==> src/video_pkg.sv <==
// Shared widths, types and encodings for the video timing generator.
// Counters are 11 bits, so a line or frame total must stay below 2048.
// Register numbers outside reg_num_e read back as zero.

package video_pkg;

    localparam int COUNT_W        = 11;     // horizontal and vertical counter width
    localparam int INTR_W         = 4;      // number of interrupt lines
    localparam int INTR_VSYNC_BIT = 3;      // raised at end of visible frame

    typedef logic [COUNT_W-1:0] count_t;
    typedef logic [7:0]         color_t;    // palette index
    typedef logic [15:0]        reg_data_t;

    // phases are in scan order, next phase is current plus one
    typedef enum logic [1:0] {
        STATE_PRE_SYNC  = 2'b00,
        STATE_SYNC      = 2'b01,
        STATE_POST_SYNC = 2'b10,
        STATE_VISIBLE   = 2'b11
    } sync_state_e;

    typedef enum logic [4:0] {
        REG_VID_CTRL  = 5'd0,               // border colour, sw interrupt
        REG_SCANLINE  = 5'd1,               // read only
        REG_VID_HSIZE = 5'd2,               // read only
        REG_VID_VSIZE = 5'd3                // read only
    } reg_num_e;

endpackage

==> src/video_timing.sv <==
// Horizontal and vertical sync phase machines with their counters.
// Each line runs front porch, sync, back porch, visible; the frame runs
// visible first, then the vertical blanking lines.
// After reset both machines start in PRE_SYNC, so the first frame is partial.
// The next-phase outputs are combinational and meant to be registered.
`timescale 1ns/1ns

module video_timing #(
    parameter int H_VISIBLE     = 640,
    parameter int H_FRONT_PORCH = 16,
    parameter int H_SYNC_PULSE  = 96,
    parameter int H_BACK_PORCH  = 48,
    parameter int V_VISIBLE     = 480,
    parameter int V_FRONT_PORCH = 10,
    parameter int V_SYNC_PULSE  = 2,
    parameter int V_BACK_PORCH  = 33
) (
    input  logic                  clk,
    input  logic                  reset_i,
    output video_pkg::count_t      h_count_o,
    output video_pkg::count_t      v_count_o,
    output video_pkg::sync_state_e h_state_o,
    output video_pkg::sync_state_e v_state_o,
    output logic                  hsync_next_o,
    output logic                  vsync_next_o,
    output logic                  de_next_o,
    output logic                  line_end_o,
    output logic                  visible_end_o
);

    import video_pkg::*;

    localparam int H_TOTAL = H_FRONT_PORCH + H_SYNC_PULSE + H_BACK_PORCH + H_VISIBLE;
    localparam int V_TOTAL = V_VISIBLE + V_FRONT_PORCH + V_SYNC_PULSE + V_BACK_PORCH;

    // last count of each phase
    localparam count_t H_PRE_LAST   = count_t'(H_FRONT_PORCH - 1);
    localparam count_t H_SYNC_LAST  = count_t'(H_FRONT_PORCH + H_SYNC_PULSE - 1);
    localparam count_t H_POST_LAST  = count_t'(H_TOTAL - H_VISIBLE - 1);
    localparam count_t H_LINE_LAST  = count_t'(H_TOTAL - 1);
    localparam count_t V_VIS_LAST   = count_t'(V_VISIBLE - 1);
    localparam count_t V_PRE_LAST   = count_t'(V_VISIBLE + V_FRONT_PORCH - 1);
    localparam count_t V_SYNC_LAST  = count_t'(V_VISIBLE + V_FRONT_PORCH + V_SYNC_PULSE - 1);
    localparam count_t V_FRAME_LAST = count_t'(V_TOTAL - 1);

    count_t      h_count;
    count_t      v_count;
    count_t      h_last;                    // last count of current h phase
    count_t      v_last;                    // last line of current v phase
    sync_state_e h_state;
    sync_state_e v_state;
    sync_state_e h_state_next;
    sync_state_e v_state_next;
    logic        line_end;
    logic        frame_end;

    always_comb begin
        case (h_state)
            STATE_PRE_SYNC:  h_last = H_PRE_LAST;
            STATE_SYNC:      h_last = H_SYNC_LAST;
            STATE_POST_SYNC: h_last = H_POST_LAST;
            default:         h_last = H_LINE_LAST;
        endcase
    end

    // blanking lines follow the visible area
    always_comb begin
        case (v_state)
            STATE_VISIBLE:   v_last = V_VIS_LAST;
            STATE_PRE_SYNC:  v_last = V_PRE_LAST;
            STATE_SYNC:      v_last = V_SYNC_LAST;
            default:         v_last = V_FRAME_LAST;
        endcase
    end

    always_comb h_state_next = (h_count == h_last) ? sync_state_e'(h_state + 2'd1) : h_state;
    always_comb line_end = (h_state == STATE_VISIBLE) && (h_state_next == STATE_PRE_SYNC);
    always_comb begin
        v_state_next = v_state;
        if (line_end && (v_count == v_last)) begin
            v_state_next = sync_state_e'(v_state + 2'd1);
        end
    end
    always_comb frame_end = line_end && (v_count == V_FRAME_LAST);  // wrap after the last line

    always_ff @(posedge clk) begin
        if (reset_i) begin
            h_state <= STATE_PRE_SYNC;
            v_state <= STATE_PRE_SYNC;
            h_count <= '0;
            v_count <= '0;
        end else begin
            h_state <= h_state_next;
            v_state <= v_state_next;
            h_count <= line_end ? '0 : h_count + 1'b1;
            if (frame_end) begin
                v_count <= '0;
            end else if (line_end) begin
                v_count <= v_count + 1'b1;
            end
        end
    end

    assign h_count_o     = h_count;
    assign v_count_o     = v_count;
    assign h_state_o     = h_state;
    assign v_state_o     = v_state;
    assign hsync_next_o  = (h_state_next == STATE_SYNC);
    assign vsync_next_o  = (v_state_next == STATE_SYNC);
    assign de_next_o     = (h_state_next == STATE_VISIBLE) && (v_state_next == STATE_VISIBLE);
    assign line_end_o    = line_end;
    assign visible_end_o = line_end && (v_state == STATE_VISIBLE)
                           && (v_state_next == STATE_PRE_SYNC);

    // sync and display-enable fall into disjoint parts of the line
    a_sync_de_excl: assert property (@(posedge clk) disable iff (reset_i)
        (!hsync_next_o || ((h_count >= H_PRE_LAST) && (h_count < H_SYNC_LAST))) &&
        (!de_next_o || ((h_count >= H_POST_LAST) && (h_count < H_LINE_LAST))));

    a_h_count_range: assert property (@(posedge clk) disable iff (reset_i)
        h_count <= H_LINE_LAST);

endmodule

==> src/video_regs.sv <==
// Video configuration registers with a single-cycle write strobe.
// Every write is accepted, there is no acknowledge.
// Read data is registered and follows reg_num_i one clock later.
// Only VID_CTRL is writable, the other registers are status.
`timescale 1ns/1ns

module video_regs #(
    parameter int H_VISIBLE = 640,
    parameter int V_VISIBLE = 480
) (
    input  logic                          clk,
    input  logic                          reset_i,
    input  logic                          reg_wr_i,
    input  video_pkg::reg_num_e           reg_num_i,
    input  video_pkg::reg_data_t          reg_data_i,
    output video_pkg::reg_data_t          reg_data_o,
    input  logic [video_pkg::INTR_W-1:0]  intr_status_i,
    output logic [video_pkg::INTR_W-1:0]  intr_o,
    input  logic                          visible_end_i,
    input  video_pkg::sync_state_e        h_state_i,
    input  video_pkg::sync_state_e        v_state_i,
    input  video_pkg::count_t             v_count_i,
    output video_pkg::color_t             border_color_o
);

    import video_pkg::*;

    localparam reg_data_t HSIZE_VAL = reg_data_t'(H_VISIBLE);
    localparam reg_data_t VSIZE_VAL = reg_data_t'(V_VISIBLE);
    localparam int        CTRL_PAD  = 8 - INTR_W;     // zero bits between colour and status

    color_t border_color;
    logic   ctrl_wr;

    always_comb ctrl_wr = reg_wr_i && (reg_num_i == REG_VID_CTRL);

    always_ff @(posedge clk) begin
        if (reset_i) begin
            border_color <= 8'h08;                      // dark grey shows the core is alive
            intr_o       <= '0;
        end else begin
            intr_o <= '0;                               // pulses last one cycle
            if (ctrl_wr) begin
                border_color <= reg_data_i[15:8];
                intr_o       <= reg_data_i[INTR_W-1:0];
            end
            // frame interrupt, may coincide with a software one
            if (visible_end_i) begin
                intr_o[INTR_VSYNC_BIT] <= 1'b1;
            end
        end
    end

    // registered read path
    always_ff @(posedge clk) begin
        case (reg_num_i)
            REG_VID_CTRL: begin
                reg_data_o <= {border_color, {CTRL_PAD{1'b0}}, intr_status_i};
            end
            REG_SCANLINE: begin
                reg_data_o <= {v_state_i != STATE_VISIBLE,
                               h_state_i != STATE_VISIBLE,
                               3'b000,
                               v_count_i};
            end
            REG_VID_HSIZE: begin
                reg_data_o <= HSIZE_VAL;
            end
            REG_VID_VSIZE: begin
                reg_data_o <= VSIZE_VAL;
            end
            default: begin
                reg_data_o <= '0;                       // unassigned numbers
            end
        endcase
    end

    assign border_color_o = border_color;

    // frame interrupt only on the last pixel of the last visible line
    a_vis_end_pos: assert property (@(posedge clk) disable iff (reset_i)
        visible_end_i |-> (v_state_i == STATE_VISIBLE) && (h_state_i == STATE_VISIBLE)
                          && (v_count_i == count_t'(V_VISIBLE - 1)));

endmodule

==> src/video_out.sv <==
// Registered video output stage.
// Sync pins sit at 0 during reset and take their inactive level after
// the first clock out of reset.
// Colour is the border colour inside the display area and 0 in blanking.
`timescale 1ns/1ns

module video_out #(
    parameter bit H_SYNC_POLARITY = 1'b0,
    parameter bit V_SYNC_POLARITY = 1'b0
) (
    input  logic              clk,
    input  logic              reset_i,
    input  logic              hsync_next_i,
    input  logic              vsync_next_i,
    input  logic              de_next_i,
    input  video_pkg::color_t border_color_i,
    output logic              hsync_o,
    output logic              vsync_o,
    output logic              dv_de_o,
    output video_pkg::color_t color_index_o
);

    always_ff @(posedge clk) begin
        if (reset_i) begin
            hsync_o       <= 1'b0;
            vsync_o       <= 1'b0;
            dv_de_o       <= 1'b0;
            color_index_o <= '0;
        end else begin
            hsync_o       <= hsync_next_i ? H_SYNC_POLARITY : ~H_SYNC_POLARITY;
            vsync_o       <= vsync_next_i ? V_SYNC_POLARITY : ~V_SYNC_POLARITY;
            dv_de_o       <= de_next_i;
            color_index_o <= de_next_i ? border_color_i : '0;   // black while blanking
        end
    end

endmodule

==> src/video_gen.sv <==
// Top level of the video timing generator.
// Default timing is 640x480, one pixel per clock.
// Outputs are registered and lag the timing counters by one clock.
// intr_o bits are single-cycle pulses, no handshake.
`timescale 1ns/1ns

module video_gen #(
    parameter int H_VISIBLE       = 640,
    parameter int H_FRONT_PORCH   = 16,
    parameter int H_SYNC_PULSE    = 96,
    parameter int H_BACK_PORCH    = 48,
    parameter int V_VISIBLE       = 480,
    parameter int V_FRONT_PORCH   = 10,
    parameter int V_SYNC_PULSE    = 2,
    parameter int V_BACK_PORCH    = 33,
    parameter bit H_SYNC_POLARITY = 1'b0,
    parameter bit V_SYNC_POLARITY = 1'b0
) (
    input  logic                          clk,
    input  logic                          reset_i,
    input  logic                          reg_wr_i,
    input  video_pkg::reg_num_e           reg_num_i,
    input  video_pkg::reg_data_t          reg_data_i,
    output video_pkg::reg_data_t          reg_data_o,
    input  logic [video_pkg::INTR_W-1:0]  intr_status_i,
    output logic [video_pkg::INTR_W-1:0]  intr_o,
    output video_pkg::color_t             color_index_o,
    output logic                          hsync_o,
    output logic                          vsync_o,
    output logic                          dv_de_o
);

    import video_pkg::*;

    count_t      v_count;
    sync_state_e h_state;
    sync_state_e v_state;
    logic        hsync_next;
    logic        vsync_next;
    logic        de_next;
    logic        visible_end;
    color_t      border_color;

    video_timing #(
        .H_VISIBLE     (H_VISIBLE),
        .H_FRONT_PORCH (H_FRONT_PORCH),
        .H_SYNC_PULSE  (H_SYNC_PULSE),
        .H_BACK_PORCH  (H_BACK_PORCH),
        .V_VISIBLE     (V_VISIBLE),
        .V_FRONT_PORCH (V_FRONT_PORCH),
        .V_SYNC_PULSE  (V_SYNC_PULSE),
        .V_BACK_PORCH  (V_BACK_PORCH)
    ) i_timing (
        .clk           (clk),
        .reset_i       (reset_i),
        .h_count_o     (),                  // only used inside the timing block
        .v_count_o     (v_count),
        .h_state_o     (h_state),
        .v_state_o     (v_state),
        .hsync_next_o  (hsync_next),
        .vsync_next_o  (vsync_next),
        .de_next_o     (de_next),
        .line_end_o    (),
        .visible_end_o (visible_end)
    );

    video_regs #(
        .H_VISIBLE (H_VISIBLE),
        .V_VISIBLE (V_VISIBLE)
    ) i_regs (
        .clk            (clk),
        .reset_i        (reset_i),
        .reg_wr_i       (reg_wr_i),
        .reg_num_i      (reg_num_i),
        .reg_data_i     (reg_data_i),
        .reg_data_o     (reg_data_o),
        .intr_status_i  (intr_status_i),
        .intr_o         (intr_o),
        .visible_end_i  (visible_end),
        .h_state_i      (h_state),
        .v_state_i      (v_state),
        .v_count_i      (v_count),
        .border_color_o (border_color)
    );

    video_out #(
        .H_SYNC_POLARITY (H_SYNC_POLARITY),
        .V_SYNC_POLARITY (V_SYNC_POLARITY)
    ) i_out (
        .clk            (clk),
        .reset_i        (reset_i),
        .hsync_next_i   (hsync_next),
        .vsync_next_i   (vsync_next),
        .de_next_i      (de_next),
        .border_color_i (border_color),
        .hsync_o        (hsync_o),
        .vsync_o        (vsync_o),
        .dv_de_o        (dv_de_o),
        .color_index_o  (color_index_o)
    );

endmodule

==> config.mk <==
export PLATFORM = sky130hd
export DESIGN_NAME = video_gen
export DESIGN_NICKNAME = d
export VERILOG_FILES = /design/src/video_pkg.sv /design/src/video_timing.sv /design/src/video_regs.sv /design/src/video_out.sv /design/src/video_gen.sv
export SDC_FILE = /design/constraint.sdc
export NUM_CORES = 1
export LEC_CHECK = 0
export BUFFER_PORTS_ARGS = -buffer_cell sky130_fd_sc_hd__buf_2
export CORE_MARGIN = 5
export CORE_UTILIZATION = 45
export CTS_CLUSTER_SIZE = 8
export DETAILED_ROUTE_END_ITERATION = 8
export PLACE_DENSITY = 0.67
export SYNTH_ARGS = -nofsm -noshare
export SYNTH_HDL_FRONTEND = slang
export SYNTH_HIERARCHICAL = 1
export SYNTH_SLANG_ARGS = --single-unit
export TNS_END_PERCENT = 5
==> constraint.sdc <==
create_clock -name clk -period 3.85 [get_ports clk]
set_input_delay 0.77 -clock clk [delete_from_list [all_inputs] [get_ports clk]]
set_output_delay 0.77 -clock clk [all_outputs]
set_load 0.005 [all_outputs]
==> impl_metrics.env, run 1 <==
export IMPL_syn_nets=358
export IMPL_regToRegSetupSlack_ns=1.03
export IMPL_cts_root_buf="clkbuf_8"
export IMPL_start_util=0.469
export IMPL_max_clock_path_buffers=2
export IMPL_fmax_mhz=354
export IMPL_yosysWarningCount=6
export IMPL_regArea_um2=1300
export IMPL_post_cts_buffers=0
export IMPL_fin_tns_setup_ns=0
export IMPL_grt_max_degree=38
export IMPL_clock_sink_count=65
export IMPL_fin_crit_sh=0.733
export IMPL_route_vias_total=2425
export IMPL_place_inst=437
export IMPL_ys_async_sr_fraction=0
export IMPL_crit_reg2reg_launch="i_timing/h_state_o[1]$_SDFF_PP0_"
export IMPL_cts_made_buffers=9
export IMPL_slew_violations=0
export IMPL_critical_path_required_ns=4.08
export IMPL_wl_per_cell_um=14.3
export IMPL_critPathLaunchType="flop"
export IMPL_io_buffers=54
export IMPL_synth_distinct_cells=58
export IMPL_grt_pass1_vias=2311
export IMPL_ys_top_cells_by_area="dfxtp_1, ha_1, mux2i_1"
export IMPL_yosys_area_top_type="dfxtp_1"
export IMPL_path_clk_slew_ns=0.07
export IMPL_totalPowerFinal_mw=1.44
export IMPL_rsz0062_at_grt="no"
export IMPL_grt_pass1_wl_um=11000
export IMPL_multi_input_area_um2=1580
export IMPL_tightest_slew_ns=0.551
export IMPL_ys_flop_type="dfxtp_1"
export IMPL_fin_cells=453
export IMPL_r2r_end="i_timing/v_count_o[9]$_SDFFE_PP0P_"
export IMPL_htreeDepth=3
export IMPL_final_util=0.550
export IMPL_grt_use_total=0.161
export IMPL_dieArea_um2=8470
export IMPL_wirelength_um=6460
export IMPL_peakVddDrop_mv=0.275
export IMPL_syn_area_per_cell_um2=9.46
export IMPL_final_hold_violation_count=0
export IMPL_finalClockSkew_ns=0.00630
export IMPL_reg2regPathDepth=8
export IMPL_firstDrtPassIters=4
export IMPL_die_h_um=92.0
export IMPL_arrival_ns=3.05
export IMPL_viasPerCell=5.35
export IMPL_whs_path_depth=1
export IMPL_cts_repair_resized=0
export IMPL_synth_edf_count=0
export IMPL_setup_viol=0
export IMPL_place_gp_congestion=0.838
export IMPL_period_needed_ns=2.82
export IMPL_syn_area_um2=3030
export IMPL_fin_nets=409
export IMPL_antenna_found_initial=0
export IMPL_hp_class="flop to flop"
export IMPL_status="finished, final reports clean"
export IMPL_drt_iter0_drc=83
export IMPL_slew_headroom=0.633
export IMPL_drv_cap=0
export IMPL_synth_seq_cells=65
export IMPL_layout_drive_gt1_share=0.242
export IMPL_area_growth_pct=17.3
export IMPL_powerDensity_nw_per_um2=407
export IMPL_cts_tree="built"
export IMPL_seq_area_frac_synth=0.430
export IMPL_placed_area_um2=3310
export IMPL_holdPathEnd="i_timing/h_count_o[0]$_SDFF_PP0_"
export IMPL_cp_max_fo=23
export IMPL_grt_ovfl_total=0
export IMPL_die_w_um=92.0
export IMPL_stdcell_area_um2=3550
export IMPL_placementRows=29
export IMPL_drc_errors=0
export IMPL_leakage_nw=1.50
export IMPL_insertion_delay_ns=0.34
export IMPL_crit_path_end_kind="flop"
export IMPL_synthCells=320
export IMPL_hpwl_um=4620
export IMPL_synth_top_cells_by_count="dfxtp_1, nor2_1, nand2_1"
export IMPL_synth_top_area_share=0.430
export IMPL_min_from="i_timing/h_count_o[0]$_SDFF_PP0_"
export IMPL_core_area_um2=6460
export IMPL_cts_hold_buf=0
export IMPL_ios=59
export IMPL_ant_nets=0
export IMPL_fillers=608
export IMPL_n_antenna_cell=0
export IMPL_critical_path_class="flop to flop"
export IMPL_yosysMostFrequentCell="dfxtp_1"
## state kept, by name, summed over array words and instances (netlist names), 2 cells and up
name	flops
i_timing/h_state_o	2
i_timing/v_count_o	11
i_timing/h_count_o	11
i_out/color_index_o	8
i_regs/reg_data_o	16
i_regs/border_color_o	8
i_regs/intr_o	4
i_timing/v_state_o	2
## final cells by class
class | instances | area share
Multi-Input combinational cell | 226 | 0.445
Sequential cell | 65 | 0.366
Timing Repair Buffer | 55 | 0.0782
Clock buffer | 10 | 0.0359
Clock inverter | 6 | 0.0324
Tap cell | 77 | 0.0271
Inverter | 14 | 0.0148
## how the worst max path moves through the flow
stage                                           startpoint                                 end  slack [ns]  cells past startpoint
after floorplan           i_timing/h_state_o[1]$_SDFF_PP0_            i_out/vsync_o$_SDFF_PP0_        1.48                      8
after global placement    i_timing/h_state_o[1]$_SDFF_PP0_  i_timing/v_count_o[5]$_SDFFE_PP0P_        1.17                      8
after detailed placement  i_timing/h_state_o[1]$_SDFF_PP0_  i_timing/v_count_o[9]$_SDFFE_PP0P_        1.05                      8
after CTS                 i_timing/h_state_o[1]$_SDFF_PP0_  i_timing/v_count_o[9]$_SDFFE_PP0P_        1.03                      8
after global routing      i_timing/h_state_o[1]$_SDFF_PP0_  i_timing/v_count_o[5]$_SDFFE_PP0P_        0.86                      8
final                     i_timing/h_state_o[1]$_SDFF_PP0_  i_timing/v_count_o[9]$_SDFFE_PP0P_        1.03                      8
## metrics by stage
stage / hold WS (ns) / setup slack (ns)
2_1_floorplan: 0.433 / 1.48
3_3_place_gp: 0.470 / 1.17
3_5_place_dp: 0.479 / 1.05
4_1_cts: 0.495 / 1.03
5_1_grt: 0.519 / 0.861
6_report: 0.488 / 1.03
## layout by cell type, fill, tap and decap left out, types with 2 or more instances in the layout
master,instances
nor2_4,2
and2_1,2
ha_1,10
nand2b_1,15
a21oi_2,2
bufinv_16,3
nor2b_1,2
a22o_1,2
nor3b_1,2
mux2_1,2
mux2i_1,12
nor2_1,29
o22ai_1,3
a32o_1,3
and3b_1,11
o31ai_1,2
or4_4,2
dfxtp_1,65
nand2_1,24
o21ai_0,3
and3_1,6
nand3_1,16
xor2_1,7
nor4_1,2
nand4_1,4
nor3_1,17
a21oi_1,8
clkbuf_8,9
buf_2,54
a31oi_1,2
inv_1,14
xnor2_1,7
a22o_2,5
## worst max-delay path, cell delays in order, from the launching register on
cell and delay [ns]:
dfxtp_1 0.45, inv_1 0.10, ha_1 0.22, or3_4 0.35
a2111oi_4 0.45, nand4_1 0.30, nand2_2 0.45, nand2_1 0.12
a32o_1 0.28
## power by group
group	internal, mW	leakage (nW)	switching (mW)
clock	0.433	0.117	0.270
sequential	0.680	0.526	0.00682
combinational	0.0251	0.858	0.0293
total	1.14	1.50	0.306
## kinds of logic after synthesis
kind of cell,share of synthesized area
DFF,0.430
muxes,0.0471
xor gates and xnor gates,0.0405
and+or+nand+nor,0.276
adders and majority gates,0.0413
buffers and inverters,0.0479
AOI/OAI and AO/OA,0.117
## metal layers
| metal | wire [µm] | global-route usage | vias up | share of wire |
|---|---|---|---|---|
| met4 | 57 | 0.0594 | 0 | 0.0088 |
| met1 | 2840 | 0.200 | 1109 | 0.44 |
| met5 | 0 | 0 | - | 0 |
| met3 | 488 | 0.0548 | 7 | 0.075 |
| met2 | 3080 | 0.258 | 73 | 0.48 |
| li1 | - | - | 1236 | - |
No activity file was read; power rests on OpenSTA's default activity.
==> run 2: changes to the inputs <==
clock period = 2.85 ns   (was 3.85 ns; I/O delays follow)
==> run 2 against run 1 <==
Setup slack lost 0.80 ns. Die area is the same. Global-route usage grew 0.10 points. First-iteration DRC count grew 19%. Clock-buffer cell count shrank 1. Clock power is essentially flat. Worst hold slack lost 0.037 ns. Register-to-register slack lost 0.80 ns. Sequential share of layout area grew 0.51 points. Final area shrank 1.4%. Critical path depth is the same. Largest cell class unchanged. Highest routed layer unchanged.
==> impl_metrics.env, run 2 (same netlist as run 1, synthesis figures left out) <==
export IMPL_slew_violations=0
export IMPL_drt_iter0_drc=99
export IMPL_grt_pass1_wl_um=11000
export IMPL_grt_max_degree=25
export IMPL_timing_final_ws_setup_ns=0.233
export IMPL_max_clock_path_buffers=2
export IMPL_hp_class="input port to flop"
export IMPL_period_needed_ns=2.62
export IMPL_tightest_slew_ns=0.505
export IMPL_fillers=607
export IMPL_grt_ovfl_total=0
export IMPL_wirelength_um=6390
export IMPL_powerDensity_nw_per_um2=486
export IMPL_crit_family="compound AO/OA/AOI/OAI gates"
export IMPL_min_from="intr_status_i[2]"
export IMPL_ant_nets=0
export IMPL_cts_tree="built"
export IMPL_n_antenna_cell=0
export IMPL_final_hold_violation_count=0
export IMPL_multi_input_area_um2=1580
export IMPL_regMostFlops="i_regs/reg_data_o"
export IMPL_critical_path_class="flop to flop"
export IMPL_rsz0062_at_grt="yes"
export IMPL_crit_slowest_cell="a2111oi_4"
export IMPL_fmax_mhz=382
export IMPL_grt_use_total=0.162
export IMPL_critical_path_required_ns=3.14
export IMPL_slowest_delay_ns=0.47
export IMPL_arrival_ns=2.91
export IMPL_die_h_um=92.0
export IMPL_post_cts_buffers=0
export IMPL_clkPwrFrac=0.412
export IMPL_firstDrtPassIters=4
export IMPL_dpl_worst_slack_ns=0.226
export IMPL_place_gp_congestion=0.763
export IMPL_hpwl_um=4590
export IMPL_power_switching_mw=0.428
export IMPL_core_area_um2=6460
export IMPL_wl_per_cell_um=14.1
export IMPL_layout_drive_gt1_share=0.249
export IMPL_fin_cells=455
export IMPL_crit_path_end_kind="flop"
export IMPL_io_buffers=54
export IMPL_ios=59
export IMPL_final_common_cell="dfxtp_1"
export IMPL_layout_common_cells="dfxtp_1, buf_2, nor2_1, nand2_1, nor3_1"
export IMPL_fin_nets=411
export IMPL_cp_max_fo=7
export IMPL_setup_worst_path_start="i_timing/h_state_o[1]$_SDFF_PP0_"
export IMPL_fin_crit_sh=0.918
export IMPL_drv_cap=0
export IMPL_peakVddDrop_mv=0.223
export IMPL_route_vias_total=2417
export IMPL_dieArea_um2=8470
export IMPL_antenna_found_initial=0
export IMPL_regArea_um2=1300
export IMPL_place_inst=439
export IMPL_critPathLaunchType="flop"
export IMPL_viasPerCell=5.31
export IMPL_finalClockSkew_ns=0.00946
export IMPL_htreeDepth=3
export IMPL_insertion_delay_ns=0.34
export IMPL_crit_reg2reg_launch="i_timing/h_state_o[1]$_SDFF_PP0_"
export IMPL_placementRows=29
export IMPL_power_internal_mw=1.28
export IMPL_cts_root_buf="clkbuf_8"
export IMPL_drc_errors=0
export IMPL_start_util=0.469
export IMPL_cp_cell_sequence="inv_1, ha_1, or3_4, a2111oi_4, nand4_1, a21oi_2, mux2_1, nor2_1"
export IMPL_fin_tns_setup_ns=0
export IMPL_totalPowerFinal_mw=1.70
export IMPL_slew_headroom=0.663
export IMPL_largest_reg_flops=16
export IMPL_area_growth_pct=15.7
export IMPL_cts_made_buffers=9
export IMPL_combPwrFrac=0.044
export IMPL_crit_buf_inv=1
export IMPL_path_clk_slew_ns=0.08
export IMPL_status="finished, final reports clean"
export IMPL_cts_hold_buf=0
export IMPL_setup_viol=0
export IMPL_clock_sink_count=65
export IMPL_whs_ns=0.451
export IMPL_seq_power_share=0.545
export IMPL_die_w_um=92.0
export IMPL_cts_repair_resized=0
export IMPL_leakage_nw=1.48
export IMPL_grt_pass1_vias=2345
export IMPL_p_sw_frac=0.251
==> run 2: cell types whose count changed in the layout (fill, tap and decap cells not counted) <==
cell,change
buf_4,+2
bufinv_16,-3
clkbuf_1,-1
clkinv_2,+1
clkinv_4,+1
clkinvlp_4,+1
inv_6,+1
==> run 2: power by group through the flow <==
stage / Clock [mW] / Combinational, mW / Sequential [mW]
CTS: 0.725 / 0.0751 / 0.928
global placement: 0 / 0.0740 / 0.949
finish: 0.702 / 0.0743 / 0.928
global route: 0.775 / 0.0825 / 0.930
detailed placement: 0 / 0.0747 / 0.949
floorplan: 0 / 0.0452 / 0.948
==> run 2: worst register-to-register path, delay by kind of cell (launching register included) <==
family          cells  cell delay, ns
mux                 1            0.34
simple gates        3            0.72
compound gates      2            0.76
buf+inv             1            0.09
fa+ha+maj           1            0.21
flops               1            0.44
==> run 2: final cells by class <==
class,count,share of cell area
clock inverters,7,0.0157
inverters,14,0.0150
repair buffers,57,0.0836
well taps,77,0.0275
clock buffers,9,0.0354
flip-flops and latches,65,0.371
multi-input cells,226,0.451
==> run 2: worst paths after layout <==
check / end / slack [ns] / cells after the start
setup / recovery: i_out/vsync_o$_SDFF_PP0_ / 0.23 / 8
hold / removal: i_regs/reg_data_o[2]$_DFF_P_ / 0.45 / 2
setup reg to reg: i_out/vsync_o$_SDFF_PP0_ / 0.23 / 8
hold reg to reg: i_timing/h_count_o[0]$_SDFF_PP0_ / 0.49 / 1
==> run 2: metal layers <==
| metal | routed length [µm] | vias up | GRT usage |
|---|---|---|---|
| li1 | - | 1241 | - |
| met1 | 3000 | 1112 | 0.197 |
| met2 | 2980 | 53 | 0.267 |
| met3 | 323 | 11 | 0.0458 |
| met4 | 94 | 0 | 0.0693 |
| met5 | 0 | - | 0 |
==> run 2: through the flow <==
step                area [µm²]  utilization
finish                    3500        0.542
detailed placement        3320        0.515
CTS                       3500        0.542
global placement          3320        0.515
global route              3500        0.542
floorplan                 3030            -
